===== src/source/fdct_settings.svh =====
// Fixed sizes and constants of the VP8 forward 4x4 transform
// Widths of pixels, row intermediates and output coefficients
`ifndef FDCT_SETTINGS_SVH
`define FDCT_SETTINGS_SVH

// Data widths
`define FDCT_PIX_W       8
`define FDCT_COEF_W      12
`define FDCT_TMP_W       14      // Row stage output

// Block geometry
// The butterflies are written for four points only
`define FDCT_BLOCK_SIZE  4
`define FDCT_NPIX        16

// Butterfly multipliers and rounding biases
`define FDCT_C0          2217
`define FDCT_C1          5352
`define FDCT_C2          1812
`define FDCT_C3          937
`define FDCT_C4          12000
`define FDCT_C5          51000

`endif

===== src/source/fdct_pkg.sv =====
// Shared types of the forward transform subsystem
// Pixel, intermediate and coefficient vectors, packed blocks and
// the state encodings of the loader and streamer FSMs
`include "fdct_settings.svh"

package fdct_pkg;

    typedef logic        [`FDCT_PIX_W-1:0]  pix_t;   // Unsigned pixel
    typedef logic signed [`FDCT_COEF_W-1:0] coef_t;
    typedef logic signed [`FDCT_TMP_W-1:0]  tmp_t;   // Row stage result

    // Element i sits at bits W*i+W-1..W*i
    typedef logic [`FDCT_NPIX*`FDCT_PIX_W-1:0]  pix_blk_t;
    typedef logic [`FDCT_NPIX*`FDCT_TMP_W-1:0]  tmp_blk_t;
    typedef logic [`FDCT_NPIX*`FDCT_COEF_W-1:0] coef_blk_t;

    typedef logic [$clog2(`FDCT_NPIX)-1:0] idx_t;

    typedef enum logic [1:0] {
        LD_IDLE, LD_CAPTURE, LD_RELEASE, LD_LAUNCH
    } load_state_t;

    typedef enum logic [1:0] {
        TX_IDLE, TX_PRESENT, TX_WAIT_DROP
    } send_state_t;

endpackage


===== src/source/block_loader.sv =====
// Block loader
// Receives source/reference pixel pairs over a four-phase req/ack
// port, gathers sixteen of them in raster order and launches the
// block into the transform core once the output buffer is free
`timescale 1ns/1ns
`include "fdct_settings.svh"

module block_loader (
    input  logic               clk,
    input  logic               rst_n,
    input  logic               in_req_i,
    input  fdct_pkg::pix_t     src_pix_i,
    input  fdct_pkg::pix_t     ref_pix_i,
    output logic               in_ack_o,
    input  logic               buf_free_i,
    output logic               blk_start_o,
    output fdct_pkg::pix_blk_t src_blk_o,
    output fdct_pkg::pix_blk_t ref_blk_o
);
    import fdct_pkg::*;

    localparam idx_t LAST_IDX = idx_t'(`FDCT_NPIX - 1);

    load_state_t state_q;
    idx_t        idx_q;         // Slot of the pair being received
    logic        ack_q;
    pix_blk_t    src_blk_q;
    pix_blk_t    ref_blk_q;

    // ----------------------------------------
    // Handshake FSM
    // ----------------------------------------
    always_ff @(posedge clk or negedge rst_n) begin
        if (!rst_n) begin
            state_q <= LD_IDLE;
            idx_q   <= '0;
            ack_q   <= 1'b0;
        end else begin
            case (state_q)
                LD_IDLE: begin
                    if (in_req_i) begin
                        ack_q   <= 1'b1;
                        state_q <= LD_CAPTURE;
                    end
                end
                LD_CAPTURE: begin
                    if (!in_req_i) begin   // Sender has seen the ack
                        ack_q   <= 1'b0;
                        state_q <= LD_RELEASE;
                    end
                end
                LD_RELEASE: begin
                    idx_q   <= idx_q + 1'b1;  // Wraps to 0 after the last pair
                    state_q <= (idx_q == LAST_IDX) ? LD_LAUNCH : LD_IDLE;
                end
                LD_LAUNCH: begin
                    // No ack for the next block until the launch is done
                    if (buf_free_i) begin
                        state_q <= LD_IDLE;
                    end
                end
                default: state_q <= LD_IDLE;
            endcase
        end
    end

    // Pair latched when req is first seen
    always_ff @(posedge clk) begin
        if (state_q == LD_IDLE && in_req_i) begin
            src_blk_q[idx_q*$bits(pix_t) +: $bits(pix_t)] <= src_pix_i;
            ref_blk_q[idx_q*$bits(pix_t) +: $bits(pix_t)] <= ref_pix_i;
        end
    end

    assign in_ack_o    = ack_q;
    assign blk_start_o = (state_q == LD_LAUNCH) && buf_free_i;
    assign src_blk_o   = src_blk_q;   // Held until the next block overwrites
    assign ref_blk_o   = ref_blk_q;

    // Ack only rises while the request still stands
    a_ack_after_req: assert property (@(posedge clk) disable iff (!rst_n)
        $rose(in_ack_o) |-> in_req_i);

endmodule


===== config.mk =====
export PLATFORM = sky130hd
export DESIGN_NAME = block_loader
export DESIGN_NICKNAME = d
export VERILOG_FILES = /design/src/source/fdct_pkg.sv /design/src/source/block_loader.sv
export VERILOG_INCLUDE_DIRS = /design/src /design/src/source
export SDC_FILE = /design/constraint.sdc
export NUM_CORES = 1
export LEC_CHECK = 0
export BUFFER_PORTS_ARGS = -buffer_cell sky130_fd_sc_hd__buf_2
export CORE_AREA = 2 2 108 189
export DETAILED_ROUTE_END_ITERATION = 12
export DIE_AREA = 0 0 110 191
export MAX_ROUTING_LAYER = met4
export PLACE_DENSITY_LB_ADDON = 0.1
export SYNTH_ARGS = -nofsm -noshare
export SYNTH_HDL_FRONTEND = slang
export SYNTH_SLANG_ARGS = --single-unit
export TNS_END_PERCENT = 10

===== constraint.sdc =====
create_clock -name clk -period 3.7 [get_ports clk]
set_input_delay 1.11 -clock clk [delete_from_list [all_inputs] [get_ports clk]]
set_output_delay 1.11 -clock clk [all_outputs]
set_load 0.05 [all_outputs]

After elaboration in Yosys (flattened, before gate mapping) --
Index checks and enable logic that the tools add are counted.
Storage, ports and cells: register bits 263, input port bits 20, output and inout port bits 258, logic and storage cells 33
Cells by class: add/subtract/negate cells 2, eq/ne operators 7, shift-type cells 3, muxes and demuxes 10, reduce and logical (&&, ||, !) cells 6
Operators by type and width (count):
- $bwmux W128 | 2
- $shiftx A8 B34 Y128 | 2
- $shift A8 B34 Y128 const A | 1
- $neg A7 Y34 | 1
- $mux W2 | 4
- $pmux W2 S4 | 1
- $ne A2 B2 Y1 const B | 3
- $reduce_and A3 Y1 | 2
- $add A4 B1 Y4 const B | 1
- $eq A2 B2 Y1 const B | 2
- $eq A4 B4 Y1 const B | 1
- $eq A2 B1 Y1 const B | 1
- $logic_and A1 B1 Y1 | 2
- $logic_not A2 Y1 | 1
- $mux W1 | 2
- $pmux W1 S2 | 1
- $reduce_bool A2 Y1 | 1

Depth between registers and ports, before layout --
depth after elaboration 3, mapped depth 8, depth with buffers taken out 5

Worst setup path before layout --
OpenSTA, ideal clock, no wires.
path kind input to register, from input in_req_i, to register ref_blk_q[112] (netlist: ref_blk_o[112]) (enable), setup time 0.409 ns, arrival time 2.833 ns, required time 3.291 ns, path slack 0.458 ns, cell stages on the path 3, path buffers 0, cell sequence nor4b_1 > nand2_1 > nor3_1
Between the ends: word-level cells in the longest chain between the ends 1
RTL lines:
- start: declaration | RTL line block_loader.sv:11 | input logic in_req_i,
- $logic_and A1 B1 Y1 | RTL line block_loader.sv:69 | if (state_q == LD_IDLE && in_req_i) begin
- end signal: indexed assignment | RTL line block_loader.sv:71 | ref_blk_q[idx_q*$bits(pix_t) +: $bits(pix_t)] <= ref_pix_i;
- end: declaration | RTL line block_loader.sv:28 | pix_blk_t ref_blk_q;
Every way passes these cells. A chain may end at the register's enable or synchronous reset.

==> metrics.md <==
| Metric | Value |
|---|---|
| Status | `finished clean` |
| CP arrival | `3070 ps` |
| Initial antenna violation count | `0` |
| Final setup viols | `0` |
| Avg WL per Cell | `22.1 um` |
| Final Hold Slack | `426 ps` |
| Crit path kind | `flop to flop` |
| Worst path max stage delay | `660 ps` |
| Crit path max-delay family | `simple AND/OR/NAND/NOR gates` |
| Synthesized Nets | `691` |
| Register area share after synthesis | `78.6%` |
| # IOs | `278` |
| Max Cap Viol | `0` |
| Area of the multi-input gates | `0.00197 mm2` |
| CTS tree | `yes` |
| Final WL | `26.7 mm` |
| Worst EP required | `3840 ps` |
| Worst path cell trace | `inv_1 > ha_1 > or4_4 > nor2_8 > o311a_1` |
| Antenna Nets Post-Route | `0` |
| Number of buffers created by CTS | `23` |
| # Post-CTS Setup Buffers | `0` |
| Remaining global-route overflow | `0` |
| Async SR Flop Fraction | `2.66%` |
| Max clock buf depth | `3` |
| CP Launch Type | `flop` |
| Port Buffer Count | `277` |
| RSZ-0062 raised after global routing | `no` |
| Final net count | `972` |
| Hold Path Class | `input pin to async pin` |
| Chip height | `191 um` |
| First-pass GRT wire length | `38.3 mm` |
| Tightest Pin Transition | `962 ps` |
| Initial DRC Count | `393` |
| CTS-repair resized insts | `0` |
| Dpl hpwl | `18.5 mm` |
| CORE AREA | `0.0195 mm2` |
| Clk slew on worst S/H paths | `60 ps` |
| Die area | `0.0210 mm2` |
| Power per Cell Area | `658 mW/mm2` |
| Synth cell count leaders | `edfxtp_1 (256), nor2_1 (137), and3_1 (113)` |
| Synth Cell Area | `0.0100 mm2` |
| Vias in the first global route | `6635` |
| Largest cells by area after synthesis | `edfxtp_1 (77%), and3_1 (7.1%), nor2_1 (5.1%)` |
| First-pass iteration count of the detailed router | `5` |
| Period Utilization, post-route | `79.4%` |
| Maximum VDD drop | `0.529 mV` |
| Depth of the CTS H-tree | `1` |
| Synthesis-to-layout area growth | `24.1%` |
| Die outline width | `110 um` |
| Yosys warnings | `0` |
| Crit path time final | `2940 ps` |
| Layout cells sized above 1 | `38.3%` |
| Clk_lat worst skew | `500 ps` |
| Final number of hold-violating endpoints | `0` |
| Fmax | `340 MHz` |
| Synth unique cells | `44` |
| Final GP Congestion | `0.879` |
| Synth Register Bits | `263` |
| Slew headroom | `35.5%` |
| Clk sink count | `263` |
| Hold_buf cts | `0` |
| Starting Density | `51.4%` |
| Skew final | `6.61 ps` |
| Post-Syn Instances | `668` |
| Mean post-synth cell area | `15.0 um2` |
| Largest net degree at the start of global routing | `65` |
| CP max-delay cell | `o311a_1` |
| Crit path capture type | `flop` |
| Most numerous cell in the Yosys netlist | `edfxtp_1` |
| Reg2Reg Setup Slack | `760 ps` |
| CP Max Fanout | `17` |
| Yosys top cell area share | `76.8%` |
| Static Leak | `5.15 nW` |
| Vias per cell | `5.44` |
| CTS Root Cell | `clkbuf_16` |
| EDFF count, synth | `256` |
| N_diodes | `0` |
| Top cell type by total area after synthesis | `edfxtp_1` |
| Bufs and invs on worst path | `1` |
| GR Util All Layers | `26.0%` |
| Fin. max-slew vios | `0` |
| Placed insts | `1169` |
| Fin cells | `1209` |
| Drt drc | `0` |
| Main synth FF type | `edfxtp_1` |
| Post-layout util | `63.8%` |
| Layout fillers | `1498` |
| TNS Setup | `0 ps` |
| Via count | `6575` |
| Register area | `0.00786 mm2` |
| Num rows | `68` |
state kept, by name, indices dropped and copies added, names as in the netlist:
register / count
state_q: 2
in_ack_o: 1
src_blk_o: 128
ref_blk_o: 128
idx_q: 4
cells by family after synthesis:
logic type | share of synthesized area (%)
flops | 78.5
compound gates | 1.24
buf+inv | 2.25
xor+xnor | 0.425
fa+ha+maj | 0.375
simple gates | 17.2
metal layers:
metal	vias up	share of wire (%)	global-route usage (%)
li1	2969	-	-
met1	3208	34	28.5
met3	64	7.8	4.81
met2	334	54	45.1
met5	-	0	-
met4	0	4.6	11.5
cell type report:
class / count / area share, %
clock buffer: 32 / 4.98
inverter: 5 / 0.151
multi-input combinational: 356 / 15.8
tap: 245 / 2.47
clock inverter: 8 / 0.765
sequential: 263 / 63.3
timing repair buffer: 300 / 12.5
path summary, 6_finish.rpt:
kind	start	end	cells past startpoint
max in group asynchronous	rst_n	state_q[1]	1
worst max register to register	idx_q[0]	ref_blk_o[6]	5
worst min register to register	in_ack_o	in_ack_o	2
worst min-delay path	rst_n	idx_q[0]	1
worst max-delay path	idx_q[0]	ref_blk_o[6]	5
min in group clk	in_ack_o	in_ack_o	2
through the flow:
stage / total power [W] / instance area (um2) / setup slack, ps
3_3_place_gp: 0.00585 / 11700 / 842
4_1_cts: 0.00821 / 12400 / 746
3_5_place_dp: 0.00592 / 11700 / 757
5_1_grt: 0.00852 / 12400 / 617
6_report: 0.00818 / 12400 / 763
2_1_floorplan: 0.00533 / 10000 / 458
where the power goes:
group	internal (W)	switching (W)	total, W
clock	0.00131	0.00101	0.00232
sequential	0.00349	0.0000900	0.00358
combinational	0.000520	0.00176	0.00228
total	0.00532	0.00286	0.00818
worst reg2reg max path, delay by kind of cell (launching register included):
kind,cells,cell delay (ps)
buf+inv,1,150
compound gates,1,660
fa+ha+maj,1,430
simple gates,2,740
flops,1,590
cell usage in the layout (no fill, tap or decap), types with 3 or more instances in the layout:
master / instances
clkinv_2: 4
inv_1: 5
ha_1: 3
clkbuf_16: 23
nand2_1: 38
nor3_2: 8
buf_2: 277
and3_1: 113
nor2_1: 137
xnor2_1: 3
o21ai_0: 3
edfxtp_1: 256
clkbuf_1: 8
dfrtp_1: 7
and2_2: 16
buf_4: 23
Note: power is estimated with default switching activity, not from simulation.
