--- src/source/fdct_settings.svh ---
// Fixed sizes and constants of the VP8 forward 4x4 transform
// Widths of pixels, row intermediates and output coefficients
`ifndef FDCT_SETTINGS_SVH
`define FDCT_SETTINGS_SVH

// Data widths
`define FDCT_PIX_W       8
`define FDCT_COEF_W      12
`define FDCT_TMP_W       14      // Row stage output

// Block geometry
// The butterflies are written for four points only
`define FDCT_BLOCK_SIZE  4
`define FDCT_NPIX        16

// Butterfly multipliers and rounding biases
`define FDCT_C0          2217
`define FDCT_C1          5352
`define FDCT_C2          1812
`define FDCT_C3          937
`define FDCT_C4          12000
`define FDCT_C5          51000

`endif
--- src/source/fdct_pkg.sv ---
// Shared types of the forward transform subsystem
// Pixel, intermediate and coefficient vectors, packed blocks and
// the state encodings of the loader and streamer FSMs
`include "fdct_settings.svh"

package fdct_pkg;

    typedef logic        [`FDCT_PIX_W-1:0]  pix_t;   // Unsigned pixel
    typedef logic signed [`FDCT_COEF_W-1:0] coef_t;
    typedef logic signed [`FDCT_TMP_W-1:0]  tmp_t;   // Row stage result

    // Element i sits at bits W*i+W-1..W*i
    typedef logic [`FDCT_NPIX*`FDCT_PIX_W-1:0]  pix_blk_t;
    typedef logic [`FDCT_NPIX*`FDCT_TMP_W-1:0]  tmp_blk_t;
    typedef logic [`FDCT_NPIX*`FDCT_COEF_W-1:0] coef_blk_t;

    typedef logic [$clog2(`FDCT_NPIX)-1:0] idx_t;

    typedef enum logic [1:0] {
        LD_IDLE, LD_CAPTURE, LD_RELEASE, LD_LAUNCH
    } load_state_t;

    typedef enum logic [1:0] {
        TX_IDLE, TX_PRESENT, TX_WAIT_DROP
    } send_state_t;

endpackage

--- src/source/coeff_streamer.sv ---
// Coefficient streamer
// Buffers one finished block and sends its sixteen coefficients in
// raster order over a four-phase req/ack port, flagging the last.
// The buffer is reported free again once the last ack has dropped
`timescale 1ns/1ns
`include "fdct_settings.svh"

module coeff_streamer (
    input  logic                clk,
    input  logic                rst_n,
    input  logic                blk_done_i,
    input  fdct_pkg::coef_blk_t coef_blk_i,
    output logic                buf_free_o,
    output logic                out_req_o,
    output fdct_pkg::coef_t     out_coef_o,
    output logic                out_last_o,
    input  logic                out_ack_i
);
    import fdct_pkg::*;

    localparam idx_t LAST_IDX = idx_t'(`FDCT_NPIX - 1);

    send_state_t state_q;
    idx_t        idx_q;         // Coefficient on the port
    logic        req_q;
    logic        free_q;
    coef_blk_t   coef_buf_q;

    // ----------------------------------------
    // Output handshake FSM
    // ----------------------------------------
    always_ff @(posedge clk or negedge rst_n) begin
        if (!rst_n) begin
            state_q <= TX_IDLE;
            idx_q   <= '0;
            req_q   <= 1'b0;
            free_q  <= 1'b1;
        end else begin
            case (state_q)
                TX_IDLE: begin
                    if (blk_done_i) begin
                        free_q  <= 1'b0;
                        req_q   <= 1'b1;
                        state_q <= TX_PRESENT;
                    end
                end
                TX_PRESENT: begin
                    if (out_ack_i) begin
                        req_q   <= 1'b0;
                        state_q <= TX_WAIT_DROP;
                    end
                end
                TX_WAIT_DROP: begin
                    if (!out_ack_i) begin
                        idx_q <= idx_q + 1'b1;    // Back to 0 after the last
                        if (idx_q == LAST_IDX) begin
                            free_q  <= 1'b1;
                            state_q <= TX_IDLE;
                        end else begin
                            req_q   <= 1'b1;
                            state_q <= TX_PRESENT;
                        end
                    end
                end
                default: state_q <= TX_IDLE;
            endcase
        end
    end

    always_ff @(posedge clk) begin
        if (state_q == TX_IDLE && blk_done_i) begin
            coef_buf_q <= coef_blk_i;
        end
    end

    assign buf_free_o = free_q;
    assign out_req_o  = req_q;
    assign out_coef_o = coef_buf_q[idx_q*$bits(coef_t) +: $bits(coef_t)];
    assign out_last_o = (idx_q == LAST_IDX);

    // Loader must hold a block back while the buffer is busy
    a_done_into_free: assert property (@(posedge clk) disable iff (!rst_n)
        blk_done_i |-> buf_free_o);

endmodule

--- config.mk ---
export PLATFORM = sky130hd
export DESIGN_NAME = coeff_streamer
export DESIGN_NICKNAME = d
export VERILOG_FILES = /design/src/source/fdct_pkg.sv /design/src/source/coeff_streamer.sv
export VERILOG_INCLUDE_DIRS = /design/src /design/src/source
export SDC_FILE = /design/constraint.sdc
export NUM_CORES = 1
export LEC_CHECK = 0
export ABC_CLOCK_PERIOD_IN_PS = 18360
export BUFFER_PORTS_ARGS = -buffer_cell sky130_fd_sc_hd__buf_2
export CORE_MARGIN = 10
export CORE_UTILIZATION = 40
export CTS_CLUSTER_DIAMETER = 150
export CTS_CLUSTER_SIZE = 25
export DETAILED_ROUTE_END_ITERATION = 10
export PLACE_DENSITY = 0.65
export SLEW_MARGIN = 20
export SYNTH_ARGS = -nofsm -noshare
export SYNTH_HDL_FRONTEND = slang
export SYNTH_SLANG_ARGS = --single-unit
--- constraint.sdc ---
create_clock -name clk -period 18.36 [get_ports clk]
set_input_delay 4.59 -clock clk [delete_from_list [all_inputs] [get_ports clk]]
set_output_delay 4.59 -clock clk [all_outputs]
set_load 0.02 [all_outputs]
# Word level (Yosys, flattened, before mapping)
# Cells that the tools add are included.
# W data, S select, Z words.
[word_totals]
out_inout_bits = 15
elab_cells = 39
latch_bits = 0
mem_count = 0
inputBits = 196
romBits = 0
mem_bits_rw = 0
ff_bits = 200
[classes]
div = 0
eq_ne = 8
n_mux = 14
shifts = 1
addsub = 1
n_mul = 1
order_cmp = 0
n_reduce_logical = 8
bitwise_logic = 1
[op_table]
columns = ["op", "count"]
rows = [
  ["$shiftx A192 B9 Y12", 1],
  ["$ne A2 B2 Y1 const B", 5],
  ["$mux W1", 8],
  ["$mul A4 B2 Y6 const B", 1],
  ["$mux W2", 3],
  ["$pmux W2 S3", 1],
  ["$reduce_and A5 Y1", 1],
  ["$add A4 B1 Y4 const B", 1],
  ["$eq A4 B4 Y1 const B", 1],
  ["$reduce_and A4 Y1", 1],
  ["$pmux W1 S3", 1],
  ["$reduce_and A3 Y1", 1],
  ["$reduce_bool A3 Y1", 1],
  ["$eq A2 B1 Y1 const B", 1],
  ["$eq A2 B2 Y1 const B", 1],
  ["$logic_not A2 Y1", 1],
  ["$pmux W1 S2", 1],
  ["$reduce_and A2 Y1", 1],
  ["$reduce_bool A2 Y1", 1],
  ["$logic_and A1 B1 Y1", 1],
  ["$not A1 Y1", 1],
]

# Longest topological paths before layout
# Gate-level depths: netlist of the first run.
[logic_depth]
depth_word = 4
depth_mapped = 6
mapped_depth_nobuf = 5

# Worst setup path before layout of the first run
# Ideal clock, no wire load.
[synth_timing]
path_type = "input-to-reg"
from = "input port blk_done_i"
to = "register coef_buf_q[0], enable pin"
required_time_ns = 17.339
path_slack_ns = -0.979
path_buffers = 0
t_arrival_ns = 18.317
setup_time_ns = 1.021
cell_stages = 1
path_cell_list = "nor3b_1"
[synth_via]
elab_chain_cells = 1
[synth_lines]
columns = ["item", "line", "rtl"]
rows = [
  ["from (decl)", "coeff_streamer.sv:11", "input logic blk_done_i,"],
  ["$logic_and A1 B1 Y1", "coeff_streamer.sv:71", "if (state_q == TX_IDLE && blk_done_i) begin"],
  ["to (signal assigned)", "coeff_streamer.sv:72", "coef_buf_q <= coef_blk_i;"],
  ["to (decl)", "coeff_streamer.sv:27", "coef_blk_t coef_buf_q;"],
]
# Every way passes these cells.
# A chain may end at the register's enable or synchronous reset.

# Worst setup path in the final report of the first run
[layout_timing]
from = "register idx_q[0]"
to = "output port out_coef_o[5]"
[layout_via]
elab_chain_cells = 2
[layout_lines]
columns = ["item", "line", "rtl"]
rows = [
  ["from (decl)", "coeff_streamer.sv:24", "idx_t idx_q;"],
  ["from (signal assigned)", "coeff_streamer.sv:55", "idx_q <= idx_q + 1'b1;"],
  ["$mul A4 B2 Y6", "coeff_streamer.sv:78", "assign out_coef_o = coef_buf_q[idx_q*$bits(coef_t) +: $bits(coef_t)];"],
  ["$shiftx A192 B9 Y12", "coeff_streamer.sv:78", ""],
  ["to (decl)", "coeff_streamer.sv:15", "output fdct_pkg::coef_t out_coef_o,"],
]
# Every way passes these cells.

==> results of run 1 <==
## power breakdown
part	switching (mW)	internal [mW]	leakage [nW]
clock network	0.160	0.173	0.251
registers	0.0683	0.626	1.89
logic	0.243	0.192	1.37
total	0.471	0.992	3.51
## cell usage after synthesis
| master | number | area, um^2 |
|---|---|---|
| a21oi_1 | 2 | 10.0 |
| o221ai_1 | 1 | 8.76 |
| and2_1 | 1 | 6.26 |
| mux2i_1 | 37 | 370 |
| buf_6 | 2 | 22.5 |
| inv_2 | 1 | 3.75 |
| dfrtp_1 | 7 | 175 |
| mux2_2 | 1 | 11.3 |
| and3_1 | 1 | 6.26 |
| nor3b_1 | 1 | 7.51 |
| ha_1 | 1 | 12.5 |
| nand3_1 | 1 | 5.00 |
| nand2_1 | 1 | 3.75 |
| nor3_1 | 1 | 5.00 |
| edfxtp_1 | 192 | 5770 |
| inv_1 | 4 | 15.0 |
| clkbuf_1 | 4 | 15.0 |
| buf_4 | 2 | 15.0 |
| mux4_2 | 36 | 811 |
| nor2b_1 | 1 | 6.26 |
| xor2_1 | 1 | 8.76 |
| dfstp_2 | 1 | 26.3 |
| nor2_1 | 3 | 11.3 |
| a22oi_1 | 12 | 90.1 |
| a32oi_1 | 12 | 105 |
| o22ai_1 | 1 | 6.26 |
| buf_1 | 2 | 7.51 |
| o21ai_1 | 13 | 65.1 |
| xnor2_1 | 3 | 26.3 |
| nor3_2 | 1 | 10.0 |
| buf_2 | 9 | 45.0 |
## state kept, by name, summed over array words and instances, names as in the netlist
name / cells
buf_free_o: 1
coef_buf_q: 192
idx_q: 4
out_req_o: 1
state_q: 2
## routing by layer
layer | global-route usage | vias to the layer above
met1 | 0.191 | 2095
li1 | - | 1921
met4 | 0.0485 | 0
met5 | 0 | -
met2 | 0.242 | 186
met3 | 0.0569 | 14
## final timing paths
kind,endpoint,slack [ns]
min reg2reg,buf_free_o,0.53
max in group asynchronous,buf_free_o,14.12
max,out_coef_o[5],10.73
min in group asynchronous,idx_q[2],4.00
max reg2reg,coef_buf_q[57],15.80
min,buf_free_o,0.53
## area by class of cell
| class | count | area [um^2] |
|---|---|---|
| Timing Repair Buffer | 216 | 1100 |
| Clock buffer | 20 | 437 |
| Tap cell | 234 | 293 |
| Fill cell | 1583 | 9270 |
| Clock inverter | 11 | 76.3 |
| Inverter | 5 | 18.8 |
| Multi-Input combinational cell | 131 | 1600 |
| Sequential cell | 200 | 5970 |
## per-stage QoR
stage / instance area (um^2) / worst slack (ns) / util / cells / hold WS, ns
floorplan: 7680 / 5.85 / - / 355 / 0.503
detailed placement: 8980 / 11.07 / 0.478 / 786 / 0.517
finish: 9490 / 10.73 / 0.506 / 817 / 0.530
global placement: 8980 / 11.14 / 0.478 / 786 / 0.507
global route: 9490 / 10.39 / 0.506 / 817 / 0.550
CTS: 9490 / 10.62 / 0.506 / 817 / 0.527
## cells by family (layout without fill, tap and decap cells)
group | Yosys count | after routing | synth area share
flops | 200 | 200 | 0.777
mux | 74 | 74 | 0.155
compound gates | 41 | 41 | 0.0372
buf+inv | 24 | 252 | 0.0161
simple gates | 11 | 11 | 0.00799
xor+xnor | 4 | 4 | 0.00456
fa+ha+maj | 1 | 1 | 0.00163
## worst max-delay path, delay by kind of cell, from the launching register on
kind                   cells  cell delay, ns
and+or+nand+nor            1            0.62
DFF                        1            0.66
buffers and inverters      2            0.75
AOI/OAI and AO/OA          3            0.55
==> results.yml, run 1 <==
timing:
  finalHoldViolCount: 0
  layout_min_cycle_time_ns: 7.63
  rsz0062_at_grt: "no"
  drv_slew: 0
  tightest_slew_ns: 0.991
  finalSetupTns_ns: 0
  slew_headroom: 0.339
  finClkSkew_ns: 0.00736
  setup_viol: 0
  clock.fmax_mhz: 131
  min_period_over_period: 0.416
clocking:
  numCtsBuffers: 17
  worstSkewPairLatency_ns: 0.43
  cts_root_buffer: "clkbuf_16"
  cts_tree: "yes"
  ctsHoldBuffers: 0
  clk_path_buf_depth: 2
  post_cts_resized: 0
  htreeDepth: 4
  clock_sinks: 200
  post-cts-setup-buffers: 0
  clkTransAtPathRegs_ns: 0.07
cells_and_area:
  insertedDiodeCount: 0
  final_cell_mix: "buf_2, edfxtp_1, mux2i_1, mux4_2, clkbuf_16"
  final_nets: 768
  area_growth_pct: 23.7
  drive_gt1_frac: 0.489
  final_common_cell: "buf_2"
placed_design:
  place_congestion: 0.773
  hpwl_um: 13900
  io_buffer_count: 210
synth:
  ys.warnings.count: 0
  synth_area_um2: 7680
  syn_nets: 552
  yosysSeqAreaShare: 0.777
  syn-instance-count: 355
  ys_ff_latch: 200
  syn_area_per_cell_um2: 21.6
  synth_cell_type_count: 31
grt:
  grt_remaining_overflow: 0
  antenna_found_initial: 0
  grt_pass1_vias: 4823
  grt_max_degree: 97
  grt_pass1_wl_um: 28000
  grtUsageTotal: 0.153
worst_setup_path:
  worstPathRequired_ns: 13.77
  slowest_stage: "dfrtp_2"
  path_cells: "buf_4 -> and2_1 -> a22oi_1 -> a32oi_1 -> o21ai_1 -> buf_2"
  endpoint_kind: "primary output"
  critPathLaunchType: "register"
  crit_type: "reg2out"
  cp_max_fo: 28
  ff2ff_path_depth: 2
  max_stage_delay_ns: 0.66
  critPathArrivalTime_ns: 3.04
  startpoint: "idx_q[0]"
  timing.rr.start: "state_q[1]"
hold_path:
  min_from: "buf_free_o"
  whs_path_depth: 2
  min_path_type: "reg2reg"
power_and_ir_drop:
  p_leak_nw: 3.51
  powerDensity_nw_per_um2: 154
  ir_drop_v: 0.0000805
  power_mw: 1.46
drt:
  wl_met1_um: 7830
  ant_nets: 0
  maxUsedRoutingLayer: "met4"
  vias: 4216
  drt_iter0_drc: 252
  viasPerCell: 5.16
  wl_met3_um: 1700
  routed_wl_um: 18800
  drt-pass1-iter-count: 4
  wl_per_cell_um: 23.0
  met2WireLength_um: 9060
  drc: 0
floorplanning:
  rows: 50
  coreArea_um2: 18800
  die_y_um: 159
  die_area_um2: 25100
  die_w_um: 159
  pin_count: 211
  start_util: 0.409
outcome:
  status: "completed"
flow_run:
  maxCapViolations: 0
No activity file was read; power rests on OpenSTA's default activity.
==> run 2, diff against run 1 <==
- ABC_CLOCK_PERIOD_IN_PS: 18360 -> 7600
- clock period: 18.36 -> 7.6 ns (I/O delays scaled with it)
==> run 2 against run 1 <==
Combinational power up 140%; clock skew is 0.00098 ns higher; flip-flop and latch count is the same; design area grew 1.0%; count of clock-buffer cells in the layout shrank 3; clock power increased to 2.7 times the previous value; global-route usage fell by 0.18 points; register-to-register slack worse by 11 ns; non-clock buffer count increased by 1; sequential power increased by 140%; critical endpoint is now out_coef_o[9]; largest cell class unchanged.
==> results.yml, run 2 (synthesized netlist as in run 1, its figures left out) <==
grt:
  grt_pass1_vias: 4791
  grt_max_degree: 85
  antenna_found_initial: 0
  grtUsageTotal: 0.151
  grt_pass1_wl_um: 27600
  grt_remaining_overflow: 0
worst_setup_path:
  reg2reg_slack_ns: 5.21
  cp_max_fo: 28
  critPathArrivalTime_ns: 3.06
  slowest_stage: "dfrtp_2"
  critPathTopFamily: "buffers and inverters"
  endpoint_kind: "primary output"
  cp.buffers_inverters: 2
  worstPathRequired_ns: 5.70
  critPathLaunchType: "register"
  max_stage_delay_ns: 0.65
  crit_type: "reg2out"
  path_cells: "buf_4 -> and2_1 -> a22oi_1 -> a32oi_1 -> o21ai_1 -> buf_2"
timing:
  finClkSkew_ns: 0.00834
  min_period_over_period: 0.652
  finalSetupTns_ns: 0
  finalHoldViolCount: 0
  setup_viol: 0
  drv_slew: 0
  slew_headroom: 0.317
  layout_min_cycle_time_ns: 4.96
  rsz0062_at_grt: "no"
  clock.fmax_mhz: 202
  tightest_slew_ns: 1.02
  setup_slack_ns: 2.64
  finalHoldWorstSlack_ns: 0.532
drt:
  viasPerCell: 5.15
  routed_wl_um: 18900
  drt_iter0_drc: 317
  ant_nets: 0
  drt-pass1-iter-count: 5
  drc: 0
  vias: 4226
  wl_per_cell_um: 23.0
placed_design:
  hpwl_um: 14000
  dpl-instance-area_um2: 8980
  pre_cts_ws_ns: 3.01
  place_inst: 787
  io_buffer_count: 210
  place_congestion: 0.746
cells_and_area:
  final_cell_mix: "buf_2, edfxtp_1, mux2i_1, mux4_2, clkbuf_16"
  final_common_cell: "buf_2"
  largest_reg_flops: 192
  drive_gt1_frac: 0.497
  final_nets: 769
  regMostFlops: "coef_buf_q"
  area_growth_pct: 24.9
  finalInstanceArea_um2: 9590
  top_regs: "coef_buf_q: 192 flops, idx_q: 4 flops, state_q: 2 flops"
  stdcell_count: 821
  post-route-util: 0.511
clocking:
  post_cts_resized: 0
  cts_root_buffer: "clkbuf_16"
  worstSkewPairLatency_ns: 0.42
  cts_tree: "yes"
  clkTransAtPathRegs_ns: 0.08
  clk_path_buf_depth: 2
  post-cts-setup-buffers: 0
  ctsHoldBuffers: 0
  htreeDepth: 4
  clock_sinks: 200
  numCtsBuffers: 17
floorplanning:
  pin_count: 211
  die_w_um: 159
  die_y_um: 159
  start_util: 0.409
  coreArea_um2: 18800
  rows: 50
  die_area_um2: 25100
flow_run:
  maxCapViolations: 0
power_and_ir_drop:
  power_switching_mw: 1.20
  switching_share: 0.331
  power_mw: 3.63
  powerDensity_nw_per_um2: 378
  p_leak_nw: 3.55
  p_clk_frac: 0.247
  seqPwrFrac: 0.463
  ir_drop_v: 0.000193
  p_comb_frac: 0.290
  p_int_mw: 2.42
outcome:
  status: "completed"
hold_path:
  min_path_type: "reg2reg"
-- run 2: changes by cell type in the layout (fill, tap and decap cells not counted), sizes merged --
cell    previous run  this run
inv                8        13
clkbuf            20        17
diode              0         2
buf              216       217
clkinv             7         6
-- run 2: tightest hold or removal path: cells and delay by family, from the launching register on --
family	cells	cell delay [ns]
DFF	1	0.38
AOI/OAI and AO/OA	1	0.11
and+or+nand+nor	1	0.05
-- run 2: area by class of cell --
| cell class | count | area [um^2] |
|---|---|---|
| multi-input cells | 131 | 1600 |
| flip-flops and latches | 200 | 5970 |
| fillers | 1558 | 9180 |
| inverters | 5 | 18.8 |
| clock inverters | 15 | 175 |
| clock buffers | 17 | 425 |
| repair buffers | 217 | 1100 |
| diodes | 2 | 5.00 |
| well taps | 234 | 293 |
-- run 2: path summary, 6_finish.rpt --
| kind | cells past startpoint | startpoint | to |
|---|---|---|---|
| setup reg to reg | 3 | state_q[0] | coef_buf_q[53] |
| hold reg to reg | 2 | buf_free_o | buf_free_o |
| setup / recovery | 6 | idx_q[0] | out_coef_o[9] |
| hold / removal | 2 | buf_free_o | buf_free_o |
| max in group asynchronous | 1 | rst_n | buf_free_o |
| min in group asynchronous | 1 | rst_n | out_req_o |
-- run 2: per-layer routing --
layer	vias up	wire length (um)	global-route usage
li1	1925	-	-
met1	2110	8100	0.194
met2	176	9110	0.237
met3	15	1510	0.0575
met4	0	206	0.0410
met5	-	0	0
-- run 2: power groups by stage --
stage	clock (mW)	sequential, mW	combinational [mW]
after floorplan	0	1.62	0.815
after global placement	0	1.70	1.06
after detailed placement	0	1.71	1.08
after CTS	0.922	1.69	1.08
after global routing	0.965	1.71	1.14
final	0.894	1.68	1.05
==> run 3, diff against run 2 <==
- ABC_CLOCK_PERIOD_IN_PS: 7600 -> 4050
- PLACE_DENSITY: 0.65 -> 0.67
- clock period: 7.6 -> 4.05 ns (I/O delays scaled with it)
==> run 3 against run 2 <==
Clock power grew 74%; register-to-register slack worse by 3.3 ns; highest routed layer unchanged; critical endpoint is now out_coef_o[4]; flip-flop and latch count stayed put; via count decreased by 0.38%; critical path depth shrank 1; wire length is 1.7% lower; worst hold slack got worse by 0.10 ns; utilization decreased by 0.33 points; count of clock-buffer cells in the layout unchanged; cell count fell by 0.49%.
==> results.yml, run 3 (synthesized netlist as in run 1, its figures left out) <==
outcome:
  status: "completed"
clocking:
  cts_root_buffer: "clkbuf_16"
  clkTransAtPathRegs_ns: 0.07
  numCtsBuffers: 17
  clk_path_buf_depth: 2
  worstSkewPairLatency_ns: 0.43
  post_cts_resized: 0
  ctsHoldBuffers: 0
  clock_sinks: 200
  htreeDepth: 4
  post-cts-setup-buffers: 0
  cts_tree: "yes"
worst_setup_path:
  critPathLaunchType: "register"
  crit_type: "reg2out"
  reg2reg_slack_ns: 1.92
  worstPathRequired_ns: 3.04
  worstReg2RegEnd: "out_req_o"
  critPathArrivalTime_ns: 2.73
  ff2ff_path_depth: 5
  cp_max_fo: 63
  max_stage_delay_ns: 1.09
  timing.rr.start: "idx_q[1]"
  cp.buffers_inverters: 1
  path_cells: "mux2i_1 -> a22oi_1 -> mux2i_1 -> o21ai_1 -> buf_2"
  crit_cells: 5
  slowest_stage: "dfrtp_4"
  endpoint_kind: "primary output"
  critPathMostFrequentCell: "mux2i_1"
  critPathTopFamily: "flip-flops"
cells_and_area:
  final_cell_mix: "buf_2, edfxtp_1, mux2i_1, mux4_2, clkbuf_16"
  top_regs: "coef_buf_q: 192 flops, idx_q: 4 flops, state_q: 2 flops"
  post-route-util: 0.508
  final_nets: 767
  regMostFlops: "coef_buf_q"
  area_growth_pct: 24.1
  multiInputGateArea_um2: 1600
  stdcell_count: 817
  num-fill-cells: 1567
  drive_gt1_frac: 0.496
  final_common_cell: "buf_2"
  insertedDiodeCount: 0
  regArea_um2: 5970
  largest_reg_flops: 192
timing:
  slew_headroom: 0.227
  rsz0062_at_grt: "no"
  layout_min_cycle_time_ns: 3.74
  finClkSkew_ns: 0.00703
  min_period_over_period: 0.923
  setup_viol: 0
  finalHoldViolCount: 0
  tightest_slew_ns: 1.16
  finalSetupTns_ns: 0
  clock.fmax_mhz: 268
  drv_slew: 0
grt:
  grt_pass1_wl_um: 27200
  grt_max_degree: 194
  grtUsageTotal: 0.150
  grt_remaining_overflow: 0
  antenna_found_initial: 0
  grt_pass1_vias: 4722
power_and_ir_drop:
  p_leak_nw: 3.52
  power_mw: 6.69
  ir_drop_v: 0.000322
  powerDensity_nw_per_um2: 703
floorplanning:
  coreArea_um2: 18800
  rows: 50
  start_util: 0.409
  pin_count: 211
  die_y_um: 159
  die_area_um2: 25100
  die_w_um: 159
placed_design:
  place_congestion: 0.739
  place_inst: 785
  hpwl_um: 13500
  io_buffer_count: 210
drt:
  vias: 4210
  viasPerCell: 5.15
  drt_iter0_drc: 262
  wl_per_cell_um: 22.8
  drc: 0
  drt-pass1-iter-count: 5
  ant_nets: 0
  routed_wl_um: 18600
hold_path:
  min_path_type: "in2async"
flow_run:
  maxCapViolations: 0
[run 3: changes by cell type in the layout (fill, tap and decap cells not counted), sizes merged]
cell and delta:
inv -3, buf -2, diode -2, clkinvlp +1, clkinv +2
[run 3: worst max-delay path by stage]
stage / startpoint / end / slack (ns)
2_1_floorplan: blk_done_i / coef_buf_q[0] / -2.29
3_3_place_gp: idx_q[1] / out_coef_o[6] / 0.74
3_5_place_dp: idx_q[1] / out_coef_o[3] / 0.73
4_1_cts: idx_q[1] / out_coef_o[3] / 0.25
5_1_grt: idx_q[0] / out_coef_o[8] / 0.13
6_report: idx_q[1] / out_coef_o[4] / 0.31
[run 3: cell type report]
cell class	count	area share
Clock inverter	15	0.0125
Multi-Input combinational cell	131	0.168
Sequential cell	200	0.627
Tap cell	234	0.0307
Timing Repair Buffer	215	0.116
Clock buffer	17	0.0446
Inverter	5	0.00197
[run 3: report_power, final]
part	internal (mW)	switching, mW	leakage, nW
sequential	2.85	0.279	1.89
clock	0.799	0.764	0.264
combinational	0.878	1.13	1.37
[run 3: per-layer routing]
layer  track usage  share of wire
met1         0.197           0.43
met2         0.231           0.47
met3        0.0494          0.088
met4        0.0446          0.012
met5             0              0
[run 3: metrics by stage]
step	area (um^2)	hold WS, ns	setup WS (ns)
final	9530	0.428	0.312
after global routing	9530	0.423	0.127
after CTS	9530	0.418	0.254
after detailed placement	8980	0.515	0.733
after global placement	8980	0.509	0.737
after floorplan	7690	0.503	-2.29
